`src/rtl/rv_core_pkg.sv`:
```
package rv_core_pkg;

  // one instruction walks through these in order
  typedef enum logic [2:0] {
    st_fetch,
    st_execute,
    st_memory,      // loads and stores only
    st_writeback,
    st_halted       // left only through reset
  } stage_e;

  typedef enum logic [1:0] {
    ph_idle,
    ph_setup,
    ph_access
  } apb_phase_e;

  // first operand of the shared adder
  typedef enum logic [1:0] {
    op_a_rs1,
    op_a_pc,
    op_a_zero
  } op_a_sel_e;

  // source of the register write
  typedef enum logic [1:0] {
    wb_result,      // adder output
    wb_link,        // pc + 4
    wb_load
  } wb_sel_e;

endpackage

```
`src/rtl/rv_isa_pkg.sv`:
```
package rv_isa_pkg;

  typedef logic [31:0] word_t;      // data, address and instruction word
  typedef logic [4:0]  reg_addr_t;
  typedef logic [3:0]  strb_t;      // one bit per byte lane

  // major opcodes, inst[6:0]
  typedef enum logic [6:0] {
    opc_load   = 7'b000_0011,
    opc_op_imm = 7'b001_0011,
    opc_auipc  = 7'b001_0111,
    opc_store  = 7'b010_0011,
    opc_lui    = 7'b011_0111,
    opc_jalr   = 7'b110_0111,
    opc_jal    = 7'b110_1111,
    opc_system = 7'b111_0011
  } opcode_e;

  // width field of loads and stores, inst[14:12]
  typedef enum logic [2:0] {
    f3_byte   = 3'b000,
    f3_half   = 3'b001,
    f3_word   = 3'b010,
    f3_byte_u = 3'b100,
    f3_half_u = 3'b101
  } mem_funct3_e;

  // addi and jalr both use funct3 000
  localparam logic [2:0] funct3_addi = 3'b000;

endpackage

```
`src/rtl/rv_core_top.sv`:
```
`timescale 1ns/100ps

module rv_core_top #(
  parameter rv_isa_pkg::word_t RESET_PC = 32'h8000_0000
) (
  input  logic              clk,
  input  logic              reset,
  output rv_isa_pkg::word_t pc,
  input  rv_isa_pkg::word_t inst,
  output rv_isa_pkg::word_t paddr,
  output logic              psel,
  output logic              penable,
  output logic              pwrite,
  output rv_isa_pkg::word_t pwdata,
  output rv_isa_pkg::strb_t pstrb,
  input  rv_isa_pkg::word_t prdata,
  input  logic              pready,
  output logic              halt
);

  rv_isa_pkg::word_t       inst_q;
  rv_isa_pkg::word_t       imm;
  rv_isa_pkg::word_t       rs1_data;
  rv_isa_pkg::word_t       rs2_data;
  rv_isa_pkg::word_t       result;
  rv_isa_pkg::word_t       link;
  rv_isa_pkg::word_t       next_pc;
  rv_isa_pkg::word_t       store_data;
  rv_isa_pkg::word_t       load_data;
  rv_isa_pkg::reg_addr_t   rs1;
  rv_isa_pkg::reg_addr_t   rs2;
  rv_isa_pkg::reg_addr_t   rd;
  rv_isa_pkg::mem_funct3_e funct3;
  rv_core_pkg::op_a_sel_e  op_a_sel;
  rv_core_pkg::wb_sel_e    wb_sel;
  logic                    ex_en;
  logic                    mem_start;
  logic                    mem_done;
  logic                    wb_en;
  logic                    reg_write;
  logic                    mem_op;
  logic                    mem_write;
  logic                    jump;
  logic                    stop;

  rv_sequencer #(.RESET_PC(RESET_PC)) u_sequencer (
    .clk, .reset, .mem_op, .stop, .mem_done, .next_pc, .inst,
    .pc, .inst_q, .ex_en, .mem_start, .wb_en, .halt
  );

  rv_decode u_decode (
    .inst_q, .rs1, .rs2, .rd, .imm, .op_a_sel, .wb_sel,
    .reg_write, .mem_op, .mem_write, .jump, .stop, .funct3
  );

  rv_execute u_execute (
    .clk, .reset, .ex_en, .pc, .rs1_data, .rs2_data, .imm, .op_a_sel, .jump,
    .result, .link, .next_pc, .store_data
  );

  // load/store address is the latched adder result
  rv_lsu_apb u_lsu (
    .clk, .reset, .mem_start, .mem_write, .funct3, .addr(result), .store_data,
    .load_data, .mem_done, .paddr, .pwdata, .psel, .penable, .pwrite, .pstrb,
    .prdata, .pready
  );

  rv_regfile_wb u_regfile (
    .clk, .wb_en, .reg_write, .rd, .rs1, .rs2, .wb_sel, .result, .link,
    .load_data, .rs1_data, .rs2_data
  );

endmodule

```
`src/rtl/rv_decode.sv`:
```
`timescale 1ns/100ps

module rv_decode (
  input  rv_isa_pkg::word_t         inst_q,
  output rv_isa_pkg::reg_addr_t     rs1,
  output rv_isa_pkg::reg_addr_t     rs2,
  output rv_isa_pkg::reg_addr_t     rd,
  output rv_isa_pkg::word_t         imm,
  output rv_core_pkg::op_a_sel_e    op_a_sel,
  output rv_core_pkg::wb_sel_e      wb_sel,
  output logic                      reg_write,
  output logic                      mem_op,
  output logic                      mem_write,
  output logic                      jump,
  output logic                      stop,
  output rv_isa_pkg::mem_funct3_e   funct3
);

  rv_isa_pkg::word_t imm_i;
  rv_isa_pkg::word_t imm_s;
  rv_isa_pkg::word_t imm_u;
  rv_isa_pkg::word_t imm_j;
  logic [2:0]        f3;
  logic              writes_rd;

  assign rs1    = inst_q[19:15];
  assign rs2    = inst_q[24:20];
  assign rd     = inst_q[11:7];
  assign f3     = inst_q[14:12];
  assign funct3 = rv_isa_pkg::mem_funct3_e'(f3);

  assign imm_i = {{20{inst_q[31]}}, inst_q[31:20]};
  assign imm_s = {{20{inst_q[31]}}, inst_q[31:25], inst_q[11:7]};
  assign imm_u = {inst_q[31:12], 12'h000};                        // already shifted
  assign imm_j = {{12{inst_q[31]}}, inst_q[19:12], inst_q[20], inst_q[30:21], 1'b0};

  always_comb begin
    imm       = imm_i;
    op_a_sel  = rv_core_pkg::op_a_rs1;
    wb_sel    = rv_core_pkg::wb_result;
    writes_rd = 1'b0;
    mem_op    = 1'b0;
    mem_write = 1'b0;
    jump      = 1'b0;
    stop      = 1'b0;
    case (rv_isa_pkg::opcode_e'(inst_q[6:0]))
      rv_isa_pkg::opc_op_imm: begin
        writes_rd = (f3 == rv_isa_pkg::funct3_addi);
        stop      = (f3 != rv_isa_pkg::funct3_addi);   // only addi is kept
      end
      rv_isa_pkg::opc_lui: begin
        imm       = imm_u;
        op_a_sel  = rv_core_pkg::op_a_zero;
        writes_rd = 1'b1;
      end
      rv_isa_pkg::opc_auipc: begin
        imm       = imm_u;
        op_a_sel  = rv_core_pkg::op_a_pc;
        writes_rd = 1'b1;
      end
      rv_isa_pkg::opc_jal: begin
        imm       = imm_j;
        op_a_sel  = rv_core_pkg::op_a_pc;
        wb_sel    = rv_core_pkg::wb_link;
        writes_rd = 1'b1;
        jump      = 1'b1;
      end
      rv_isa_pkg::opc_jalr: begin
        wb_sel    = rv_core_pkg::wb_link;
        writes_rd = (f3 == rv_isa_pkg::funct3_addi);
        jump      = 1'b1;
        stop      = (f3 != rv_isa_pkg::funct3_addi);
      end
      rv_isa_pkg::opc_load: begin
        wb_sel    = rv_core_pkg::wb_load;
        writes_rd = 1'b1;
        mem_op    = 1'b1;
        stop      = !(f3 inside {rv_isa_pkg::f3_byte, rv_isa_pkg::f3_half,
                                 rv_isa_pkg::f3_word, rv_isa_pkg::f3_byte_u,
                                 rv_isa_pkg::f3_half_u});
      end
      rv_isa_pkg::opc_store: begin
        imm       = imm_s;
        mem_op    = 1'b1;
        mem_write = 1'b1;
        stop      = (f3 > rv_isa_pkg::f3_word);      // sb, sh, sw only
      end
      default: stop = 1'b1;                            // system and anything unknown
    endcase
  end

  // x0 is never written, nor by a stopping instruction
  assign reg_write = writes_rd && !stop && (rd != 5'd0);

endmodule

```
`src/rtl/rv_execute.sv`:
```
`timescale 1ns/100ps

module rv_execute (
  input  logic                   clk,
  input  logic                   reset,
  input  logic                   ex_en,
  input  rv_isa_pkg::word_t      pc,
  input  rv_isa_pkg::word_t      rs1_data,
  input  rv_isa_pkg::word_t      rs2_data,
  input  rv_isa_pkg::word_t      imm,
  input  rv_core_pkg::op_a_sel_e op_a_sel,
  input  logic                   jump,
  output rv_isa_pkg::word_t      result,
  output rv_isa_pkg::word_t      link,
  output rv_isa_pkg::word_t      next_pc,
  output rv_isa_pkg::word_t      store_data
);

  rv_isa_pkg::word_t op_a;
  rv_isa_pkg::word_t sum;
  rv_isa_pkg::word_t pc_plus4;

  always_comb begin
    case (op_a_sel)
      rv_core_pkg::op_a_rs1: op_a = rs1_data;
      rv_core_pkg::op_a_pc:  op_a = pc;
      default:               op_a = '0;     // lui
    endcase
  end

  assign sum      = op_a + imm;             // the one adder
  assign pc_plus4 = pc + 32'd4;

  always_ff @(posedge clk) begin
    if (reset) begin
      result  <= '0;
      next_pc <= '0;
    end else if (ex_en) begin
      result  <= sum;
      next_pc <= jump ? {sum[31:1], 1'b0} : pc_plus4;   // jalr drops bit 0
    end
  end

  always_ff @(posedge clk) begin
    if (ex_en) begin
      link       <= pc_plus4;
      store_data <= rs2_data;
    end
  end

endmodule

```
`src/rtl/rv_lsu_apb.sv`:
```
`timescale 1ns/100ps

module rv_lsu_apb (
  input  logic                    clk,
  input  logic                    reset,
  input  logic                    mem_start,
  input  logic                    mem_write,
  input  rv_isa_pkg::mem_funct3_e funct3,
  input  rv_isa_pkg::word_t       addr,
  input  rv_isa_pkg::word_t       store_data,
  output rv_isa_pkg::word_t       load_data,
  output logic                    mem_done,
  output rv_isa_pkg::word_t       paddr,
  output rv_isa_pkg::word_t       pwdata,
  output logic                    psel,
  output logic                    penable,
  output logic                    pwrite,
  output rv_isa_pkg::strb_t       pstrb,
  input  rv_isa_pkg::word_t       prdata,
  input  logic                    pready
);

  rv_core_pkg::apb_phase_e phase_q;
  rv_core_pkg::apb_phase_e phase;
  rv_isa_pkg::strb_t       strb_base;
  rv_isa_pkg::word_t       rd_shift;
  rv_isa_pkg::word_t       rd_ext;
  logic [1:0]              offset;

  assign offset = addr[1:0];

  // setup is the mem_start cycle itself so memory takes two cycles plus waits
  always_comb begin
    phase = phase_q;
    if (phase_q == rv_core_pkg::ph_idle && mem_start) phase = rv_core_pkg::ph_setup;
  end

  always_ff @(posedge clk) begin
    if (reset) begin
      phase_q <= rv_core_pkg::ph_idle;
    end else begin
      case (phase)
        rv_core_pkg::ph_setup:  phase_q <= rv_core_pkg::ph_access;
        rv_core_pkg::ph_access: if (pready) phase_q <= rv_core_pkg::ph_idle;
        default:                phase_q <= rv_core_pkg::ph_idle;
      endcase
    end
  end

  assign psel     = (phase != rv_core_pkg::ph_idle);
  assign penable  = (phase == rv_core_pkg::ph_access);
  assign mem_done = penable && pready;

  // address, data and strobe come from registers held through memory
  assign paddr  = {addr[31:2], 2'b00};
  assign pwrite = mem_write;
  assign pwdata = store_data << {offset, 3'b000};

  always_comb begin
    case (funct3)
      rv_isa_pkg::f3_byte: strb_base = 4'b0001;
      rv_isa_pkg::f3_half: strb_base = 4'b0011;
      default:             strb_base = 4'b1111;
    endcase
  end

  assign pstrb = mem_write ? rv_isa_pkg::strb_t'(strb_base << offset) : 4'b0000;  // no strobes on reads

  // pick the lane and extend
  assign rd_shift = prdata >> {offset, 3'b000};

  always_comb begin
    case (funct3)
      rv_isa_pkg::f3_byte:   rd_ext = {{24{rd_shift[7]}}, rd_shift[7:0]};
      rv_isa_pkg::f3_half:   rd_ext = {{16{rd_shift[15]}}, rd_shift[15:0]};
      rv_isa_pkg::f3_byte_u: rd_ext = {24'h000000, rd_shift[7:0]};
      rv_isa_pkg::f3_half_u: rd_ext = {16'h0000, rd_shift[15:0]};
      default:               rd_ext = prdata;     // lw
    endcase
  end

  always_ff @(posedge clk) begin
    if (mem_done) load_data <= rd_ext;
  end

  // access always follows a setup cycle
  assert property (@(posedge clk) disable iff (reset) penable |-> psel && $past(psel));

  // address held from setup through the last wait cycle
  assert property (@(posedge clk) disable iff (reset) penable |-> $stable(paddr));

  assert property (@(posedge clk) disable iff (reset)
    psel && (funct3 inside {rv_isa_pkg::f3_half, rv_isa_pkg::f3_half_u}) |-> !addr[0]);

  assert property (@(posedge clk) disable iff (reset)
    psel && (funct3 == rv_isa_pkg::f3_word) |-> offset == 2'b00);

endmodule

```
`src/rtl/rv_regfile_wb.sv`:
```
`timescale 1ns/100ps

module rv_regfile_wb (
  input  logic                  clk,
  input  logic                  wb_en,
  input  logic                  reg_write,
  input  rv_isa_pkg::reg_addr_t rd,
  input  rv_isa_pkg::reg_addr_t rs1,
  input  rv_isa_pkg::reg_addr_t rs2,
  input  rv_core_pkg::wb_sel_e  wb_sel,
  input  rv_isa_pkg::word_t     result,
  input  rv_isa_pkg::word_t     link,
  input  rv_isa_pkg::word_t     load_data,
  output rv_isa_pkg::word_t     rs1_data,
  output rv_isa_pkg::word_t     rs2_data
);

  rv_isa_pkg::word_t regs [32];
  rv_isa_pkg::word_t wb_value;

  always_comb begin
    case (wb_sel)
      rv_core_pkg::wb_link: wb_value = link;
      rv_core_pkg::wb_load: wb_value = load_data;
      default:              wb_value = result;
    endcase
  end

  always_ff @(posedge clk) begin
    if (wb_en && reg_write) regs[rd] <= wb_value;    // rd is never 0 here
  end

  // x0 reads as zero
  assign rs1_data = (rs1 == 5'd0) ? '0 : regs[rs1];
  assign rs2_data = (rs2 == 5'd0) ? '0 : regs[rs2];

endmodule

```
`src/rtl/rv_sequencer.sv`:
```
`timescale 1ns/100ps

module rv_sequencer #(
  parameter rv_isa_pkg::word_t RESET_PC = 32'h8000_0000
) (
  input  logic              clk,
  input  logic              reset,
  input  logic              mem_op,
  input  logic              stop,
  input  logic              mem_done,
  input  rv_isa_pkg::word_t next_pc,
  input  rv_isa_pkg::word_t inst,
  output rv_isa_pkg::word_t pc,
  output rv_isa_pkg::word_t inst_q,
  output logic              ex_en,
  output logic              mem_start,
  output logic              wb_en,
  output logic              halt
);

  rv_core_pkg::stage_e stage;
  rv_core_pkg::stage_e stage_next;

  always_comb begin
    stage_next = stage;
    case (stage)
      rv_core_pkg::st_fetch: stage_next = rv_core_pkg::st_execute;
      rv_core_pkg::st_execute: begin
        if (stop) begin
          stage_next = rv_core_pkg::st_halted;     // ebreak or illegal
        end else if (mem_op) begin
          stage_next = rv_core_pkg::st_memory;
        end else begin
          stage_next = rv_core_pkg::st_writeback;
        end
      end
      rv_core_pkg::st_memory: begin
        if (mem_done) stage_next = rv_core_pkg::st_writeback;
      end
      rv_core_pkg::st_writeback: stage_next = rv_core_pkg::st_fetch;
      default: stage_next = stage;                  // halted stays put
    endcase
  end

  always_ff @(posedge clk) begin
    if (reset) begin
      stage     <= rv_core_pkg::st_fetch;
      pc        <= RESET_PC;
      mem_start <= 1'b0;
    end else begin
      stage     <= stage_next;
      mem_start <= ex_en && mem_op && !stop;      // high in first memory cycle only
      if (wb_en) pc <= next_pc;
    end
  end

  // instruction register, loaded once per instruction
  always_ff @(posedge clk) begin
    if (stage == rv_core_pkg::st_fetch) inst_q <= inst;
  end

  assign ex_en = (stage == rv_core_pkg::st_execute);
  assign wb_en = (stage == rv_core_pkg::st_writeback);
  assign halt  = (stage == rv_core_pkg::st_halted);

  // stage enables never overlap
  assert property (@(posedge clk) disable iff (reset)
    $onehot0({ex_en, mem_start, wb_en}));

endmodule

```
`config.mk`:
```
export PLATFORM = sky130hd
export DESIGN_NAME = rv_core_top
export DESIGN_NICKNAME = d
export VERILOG_FILES = /design/src/rtl/rv_core_pkg.sv /design/src/rtl/rv_isa_pkg.sv /design/src/rtl/rv_core_top.sv /design/src/rtl/rv_decode.sv /design/src/rtl/rv_execute.sv /design/src/rtl/rv_lsu_apb.sv /design/src/rtl/rv_regfile_wb.sv /design/src/rtl/rv_sequencer.sv
export SDC_FILE = /design/constraint.sdc
export NUM_CORES = 2
export LEC_CHECK = 0
export BUFFER_PORTS_ARGS = -buffer_cell sky130_fd_sc_hd__buf_2
export CORE_AREA = 2 2 237 472
export DETAILED_ROUTE_END_ITERATION = 16
export DIE_AREA = 0 0 239 474
export PLACE_DENSITY = 0.75
export SYNTH_ARGS = -nofsm -noshare
export SYNTH_HDL_FRONTEND = slang
export SYNTH_SLANG_ARGS = --single-unit
```
`constraint.sdc`:
```
create_clock -name clk -period 4.15 [get_ports clk]
set_clock_uncertainty 0.1 [all_clocks]
set_input_delay 0.83 -clock clk [delete_from_list [all_inputs] [get_ports clk]]
set_output_delay 0.83 -clock clk [all_outputs]
set_load 0.01 [all_outputs]
```
# ---- Word level (Yosys, flattened, before mapping)
# Memory sizes are Yosys's and may differ from the RTL's. A register that Yosys moved wholly into a read port is not among the register bits.
# Cells that the tools add are included.
dict set report totals {
  ff_bits 198
  latchBits 0
  ram_bits 1024
  mem_bits_ro 0
  inputBits 67
  output_inout_bits 104
  memories 1
}
# memory words word_bits read_ports rd_clocked_by_memory_dff write_ports line
set mem_list {}
lappend mem_list {u_regfile.regs 32 32 2 2 1 rv_regfile_wb.sv:18} ;# rv_isa_pkg::word_t regs [32];
dict set report op_classes {
  add_sub_neg 2
  n_mul 0
  div 0
  order_cmp 1
  eq_ne 22
  shifts 3
  muxes 25
  bitwise_logic 0
  n_reduce_logical 28
}
# cell count
set op_table {}
lappend op_table {{case mux 32 bit (2 select lines)} 2}
lappend op_table {{case mux 32 bit (4 select lines)} 1}
lappend op_table {{case mux 31 bit (3 select lines)} 1}
lappend op_table {{two-way mux 32 bit} 2}
lappend op_table {{adder 32 x 3 -> 32 bit (second input constant)} 1}
lappend op_table {{adder 32 bit} 1}
lappend op_table {{<< shifter 32 x 5 -> 32 bit} 1}
lappend op_table {{right shift 32 x 5 -> 16 bit} 1}
lappend op_table {{== test 7 x 5 -> 1 bit (second input constant)} 2}
lappend op_table {{== test 7 x 6 -> 1 bit (second input constant)} 2}
lappend op_table {{== test 7 bit (second input constant)} 2}
lappend op_table {{case mux 2 bit (2 select lines)} 3}
lappend op_table {{case mux 3 bit (4 select lines)} 1}
lappend op_table {{zero test 5 bit} 2}
lappend op_table {{nonzero test 5 bit} 2}
lappend op_table {{OR reduction 2 bit} 5}
lappend op_table {{== test 3 x 2 -> 1 bit (second input constant)} 3}
lappend op_table {{== test 3 bit (second input constant)} 3}
lappend op_table {{case mux 4 bit (2 select lines)} 1}
lappend op_table {{== test 7 x 2 -> 1 bit (second input constant)} 1}
lappend op_table {{logical AND 1 bit} 7}
lappend op_table {{== test 2 x 1 -> 1 bit (second input constant)} 3}
lappend op_table {{== test 3 x 1 -> 1 bit (second input constant)} 2}
lappend op_table {{zero test 3 bit} 2}
lappend op_table {{other kinds (19)} 30}

# ---- Depth between registers and ports, before layout
dict set report depth {
  ltp_word 10
  ltp_mapped 19
  ltp_nobuf 18
}

# ---- By module
# From an unflattened synthesis, not the netlist that was laid out.
dict set report hier_totals {
  hier_cells 3820
  area_unflattened_um2 60947.2
}
# module n_inst cells_per_inst area_per_inst_um2 seq_area_each_um2
set by_module_without_submodules {}
lappend by_module_without_submodules {rv_regfile_wb 1 2515 48311.3 30749.5}
lappend by_module_without_submodules {rv_execute 1 747 7273.2 3203.1}
lappend by_module_without_submodules {rv_lsu_apb 1 269 2487.4 980.9}
lappend by_module_without_submodules {rv_sequencer 1 193 2239.6 1681.6}
lappend by_module_without_submodules {rv_decode 1 96 635.6 0.0}

# ---- Worst setup path before layout
# No wires, ideal clock.
dict set report synth_timing {
  kind {register to register}
  startpoint {reg u_sequencer.inst_q[5]}
  endpoint {mem u_regfile.regs[24][0] (netlist name), enable pin}
  arrival_time_ps 3904
  path_slack_ps -315
  path_stages_with_launch 9
  period_less_slack_ps 4465
  path_cell_list {edfxtp_1 clkbuf_1 and4b_1 a31o_2 o311ai_1 nor3_1 nor2b_1 nand3_1 nor3_1}
}
dict set report synth_via {
  elab_chain_len 9
}
# item line
set synth_lines {}
lappend synth_lines {{from (decl)} rv_sequencer.sv:14} ;# output rv_isa_pkg::word_t inst_q,
lappend synth_lines {{from (signal assigned)} rv_sequencer.sv:59} ;# if (stage == rv_core_pkg::st_fetch) inst_q <= inst;
lappend synth_lines {{== test 7 x 6 -> 1 bit, or another cell as far along} rv_decode.sv:46} ;# case (rv_isa_pkg::opcode_e'(inst_q[6:0]))
lappend synth_lines {{OR reduction 3 bit (no line) / OR reduction 2 bit (equally long branches)} -}
lappend synth_lines {{case mux 1 bit (4 select lines)} rv_decode.sv:46}
lappend synth_lines {{zero test 1 bit} rv_decode.sv:93} ;# assign reg_write = writes_rd && !stop && (rd != 5'd0);
lappend synth_lines {{logical AND 1 bit * (2 in a row)} rv_decode.sv:93}
lappend synth_lines {{logical AND 1 bit *} rv_regfile_wb.sv:30} ;# if (wb_en && reg_write) regs[rd] <= wb_value;
lappend synth_lines {{two-way mux 1 bit *} rv_regfile_wb.sv:30}
lappend synth_lines {{two-way mux 1 bit (implied by the code) *} rv_regfile_wb.sv:30}
lappend synth_lines {{to (decl)} rv_regfile_wb.sv:18}
# Mark *: on every way between the ends. The rest lies on a longest branch, timed or not.

==> impl_metrics.toml <==
[run_status]
status = "finished, violations left"
violations = "negative setup slack"

[sta]
tightest_slew_ps = 1420
min_period_over_period_pct = 116
tns_ps = -27540
setup_viol_count_final = 54
max_freq_mhz = 208
relSlewSlack_pct = 5.11
final_max_slew_viol_count = 0
setup_slack_ps = -665
hold_viol_final = 0
rsz0062_at_grt = "true"
fin_crit_ps = 4820

[cts]
clk_pin_slew_worst_paths_ps = 70
clk_path_buf_depth = 3
hold_buffers = 0
clock-sinks = 1258
cts_made_buffers = 107
cts_tree = "yes"
root_buffer = "clkbuf_16"
clk_latency_ps = 750
h-tree-depth = 3

[die]
ios = 171
die_w_um = 239
die_h_um = 474
fp.coreArea_um2 = 110000
fp-row-count = 172
die_area_um2 = 113000
initial_core_util_pct = 54.4

[global_route]
track_usage_pct = 39.6
grt_pass1_wl_um = 302000
grt_overflow = 0
grt_pass1_vias = 39336
grt_antenna_before_repair = 32
grt_max_degree = 112

[power]
p_leak_nw = 24.3
ir_drop_uv = 442
powerDensity_nw_per_um2 = 648
power_mw = 46.5

[worst_setup_path]
cpMostUsedCell = "buf_4"
max_stage_delay_ps = 540
required_ps = 4740
worstSetupPathType = "reg2reg"
worst-path-buf-inv = 7
cpMaxStageDelayCell = "mux4_2"
cp_top_family = "multiplexers"
path_cells = "buf_12 -> buf_16 -> buf_12 -> mux4_2 -> mux4_2 -> mux2i_1 -> buf_4 -> o21ai_4 -> ha_4 -> a21o_4 -> a221o_1 -> nor2_1 -> buf_4 -> buf_4 -> buf_4 -> a2111oi_4 -> a311oi_2 -> nor2b_2 -> or4_1 -> nand3_1"
arrival_ps = 5400
startpoint_type = "register"
cp_max_fo = 6
cp-end-kind = "register"

[logic_synthesis]
async_reset_ff_share_pct = 0
synthFlopType = "edfxtp_1"
synth_commonest_cells = "edfxtp_1, mux4_2, nand2_1"
netlist_instances = 3423
ys.warnings.count = 0
synth_most_common_cell = "edfxtp_1"
ys_top_cells_by_area = "edfxtp_1, mux4_2, dfxtp_1"
synthesis.area_um2 = 59800
synth_top_area_share_pct = 57.9
synth.ff_latch_count = 1258
synth_edf_count = 1152
synth.distinct_cells = 80
yosysSeqAreaShare_pct = 61.4
synth_area_leader_cell = "edfxtp_1"
synth.avg_cell_area_um2 = 17.5

[placed_design]
portBuffers = 168
place_hpwl_um = 141000
post-place-ws_ps = -1080
place_congestion = 1.03

[final_layout]
drive_above_1_share_pct = 43.1
post-route-util_pct = 65.3
area_growth_syn_to_layout_pct = 20.0
fin_nets = 4052

[drt]
via_per_inst = 7.21
vias = 39338
wire_per_inst_um = 40.2
detail_route.wirelength_um = 219000
first_iter_violations = 5248
final_antenna_net_count = 0
dr.pass1.iters = 6
drc = 0

[min_path]
hold_class = "in2reg"

[run]
cap_violations = 0
## area by class of cell
type / count / area [µm²]
well taps: 1392 / 1740
fillers: 7224 / 38000
repair buffers: 670 / 6200
multi-input cells: 1892 / 23300
diodes: 24 / 60.1
inverters: 21 / 81.3
clock inverters: 75 / 777
clock buffers: 123 / 2830
flip-flops and latches: 1258 / 36700
## state kept, by name (all words and copies together), names as in the netlist, named ones only
signal / count
u_regfile.regs: 1024
u_execute.store_data: 32
u_sequencer.mem_start: 1
u_sequencer.inst_q: 32
u_sequencer.pc: 32
u_execute.link: 32
u_sequencer.stage: 3
u_lsu.load_data: 32
u_execute.next_pc: 32
u_execute.result: 32
u_lsu.phase_q: 1
## worst paths after layout
path         depth (start not counted)               endpoint  slack (ps)                  start
min                                  1  u_sequencer.inst_q[1]         150                inst[1]
min reg2reg                          2     u_sequencer.pc[16]         350  u_execute.next_pc[16]
max reg2reg                         20   u_execute.result[30]        -670               register
max                                 20   u_execute.result[30]        -670               register
## worst register-to-register path: stages (launching register included)
cell       delay (ps)
dfxtp_4           360
buf_12            160
buf_16            200
buf_12            160
mux4_2            550
mux4_2            520
mux2i_1           170
buf_4             190
o21ai_4            70
ha_4              290
a21o_4            140
a221o_1           230
nor2_1             70
buf_4             160
buf_4             130
buf_4             130
a2111oi_4         370
a311oi_2          110
nor2b_2           190
or4_1             390
nand3_1            90
## placed cells by master (no fill, tap or decap), types with 12 or more instances in the layout
cell       synthesis  routed
dfxtp_1          106      99
a21oi_2            1      17
mux2i_1           85      76
diode_2            0      24
nand2b_1          26      25
o21ai_1            4      15
conb_1             1      34
nand2_2            1      18
edfxtp_1        1152    1152
nand3_1           33      29
mux4_2           638     638
buf_12             0      95
a211oi_1          25      14
xnor2_1           35      25
nor2b_1           26      22
nor2_4             1      29
nor2_1           136     108
buf_4             38     351
xor2_1            17      13
ha_1              34      21
clkinv_1           2      18
buf_6              1      42
and2_1            18      16
mux2_2            12      12
a21o_1            35      34
a21oi_1          115      90
bufinv_16          0      13
o21ai_2            0      39
a22oi_1           44      44
buf_2             45     167
clkbuf_16          0     116
clkinv_2           0      20
o21ai_0          102      45
nand2_1          306     286
inv_1             18      17
## routing by layer
layer  part of all wire [%]  track usage (%)
met1                     28             40.4
met2                     48             61.7
met3                     11             13.0
met4                     12             41.0
met5                  0.042                0
## where the power goes
part           internal [mW]  switching, mW  total, mW
combinational           8.83           10.7       19.6
sequential              15.6          0.704       16.3
clock                   5.74           4.83       10.6
## logic make-up after synthesis
family / share of synthesized area (%)
buffers and inverters: 2.27
XOR/XNOR: 0.762
other: 0.00628
flip-flops: 61.4
AO/OA/AOI/OAI: 4.23
adder cells (fa/ha/maj): 0.745
AND/OR/NAND/NOR: 4.84
multiplexers: 25.7
## through the flow
| step | instance area (µm²) | instances | hold slack [ps] |
|---|---|---|---|
| 2_1_floorplan | 60200 | 3456 | 327 |
| 3_3_place_gp | 65900 | 5154 | 337 |
| 3_5_place_dp | 65900 | 5154 | 343 |
| 4_1_cts | 70800 | 5389 | 125 |
| 5_1_grt | 71700 | 5437 | 139 |
| 6_report | 71700 | 5455 | 153 |
## what timing repair did
item                                   CTS  global route
setup endpoints to repair               56           101
endpoints found under the hold margin    0             0
resized for setup                      175           115
setup buffers                           34            54
pin swaps                               63            78
gates cloned                             8             5
No activity file was read; power rests on OpenSTA's default activity.
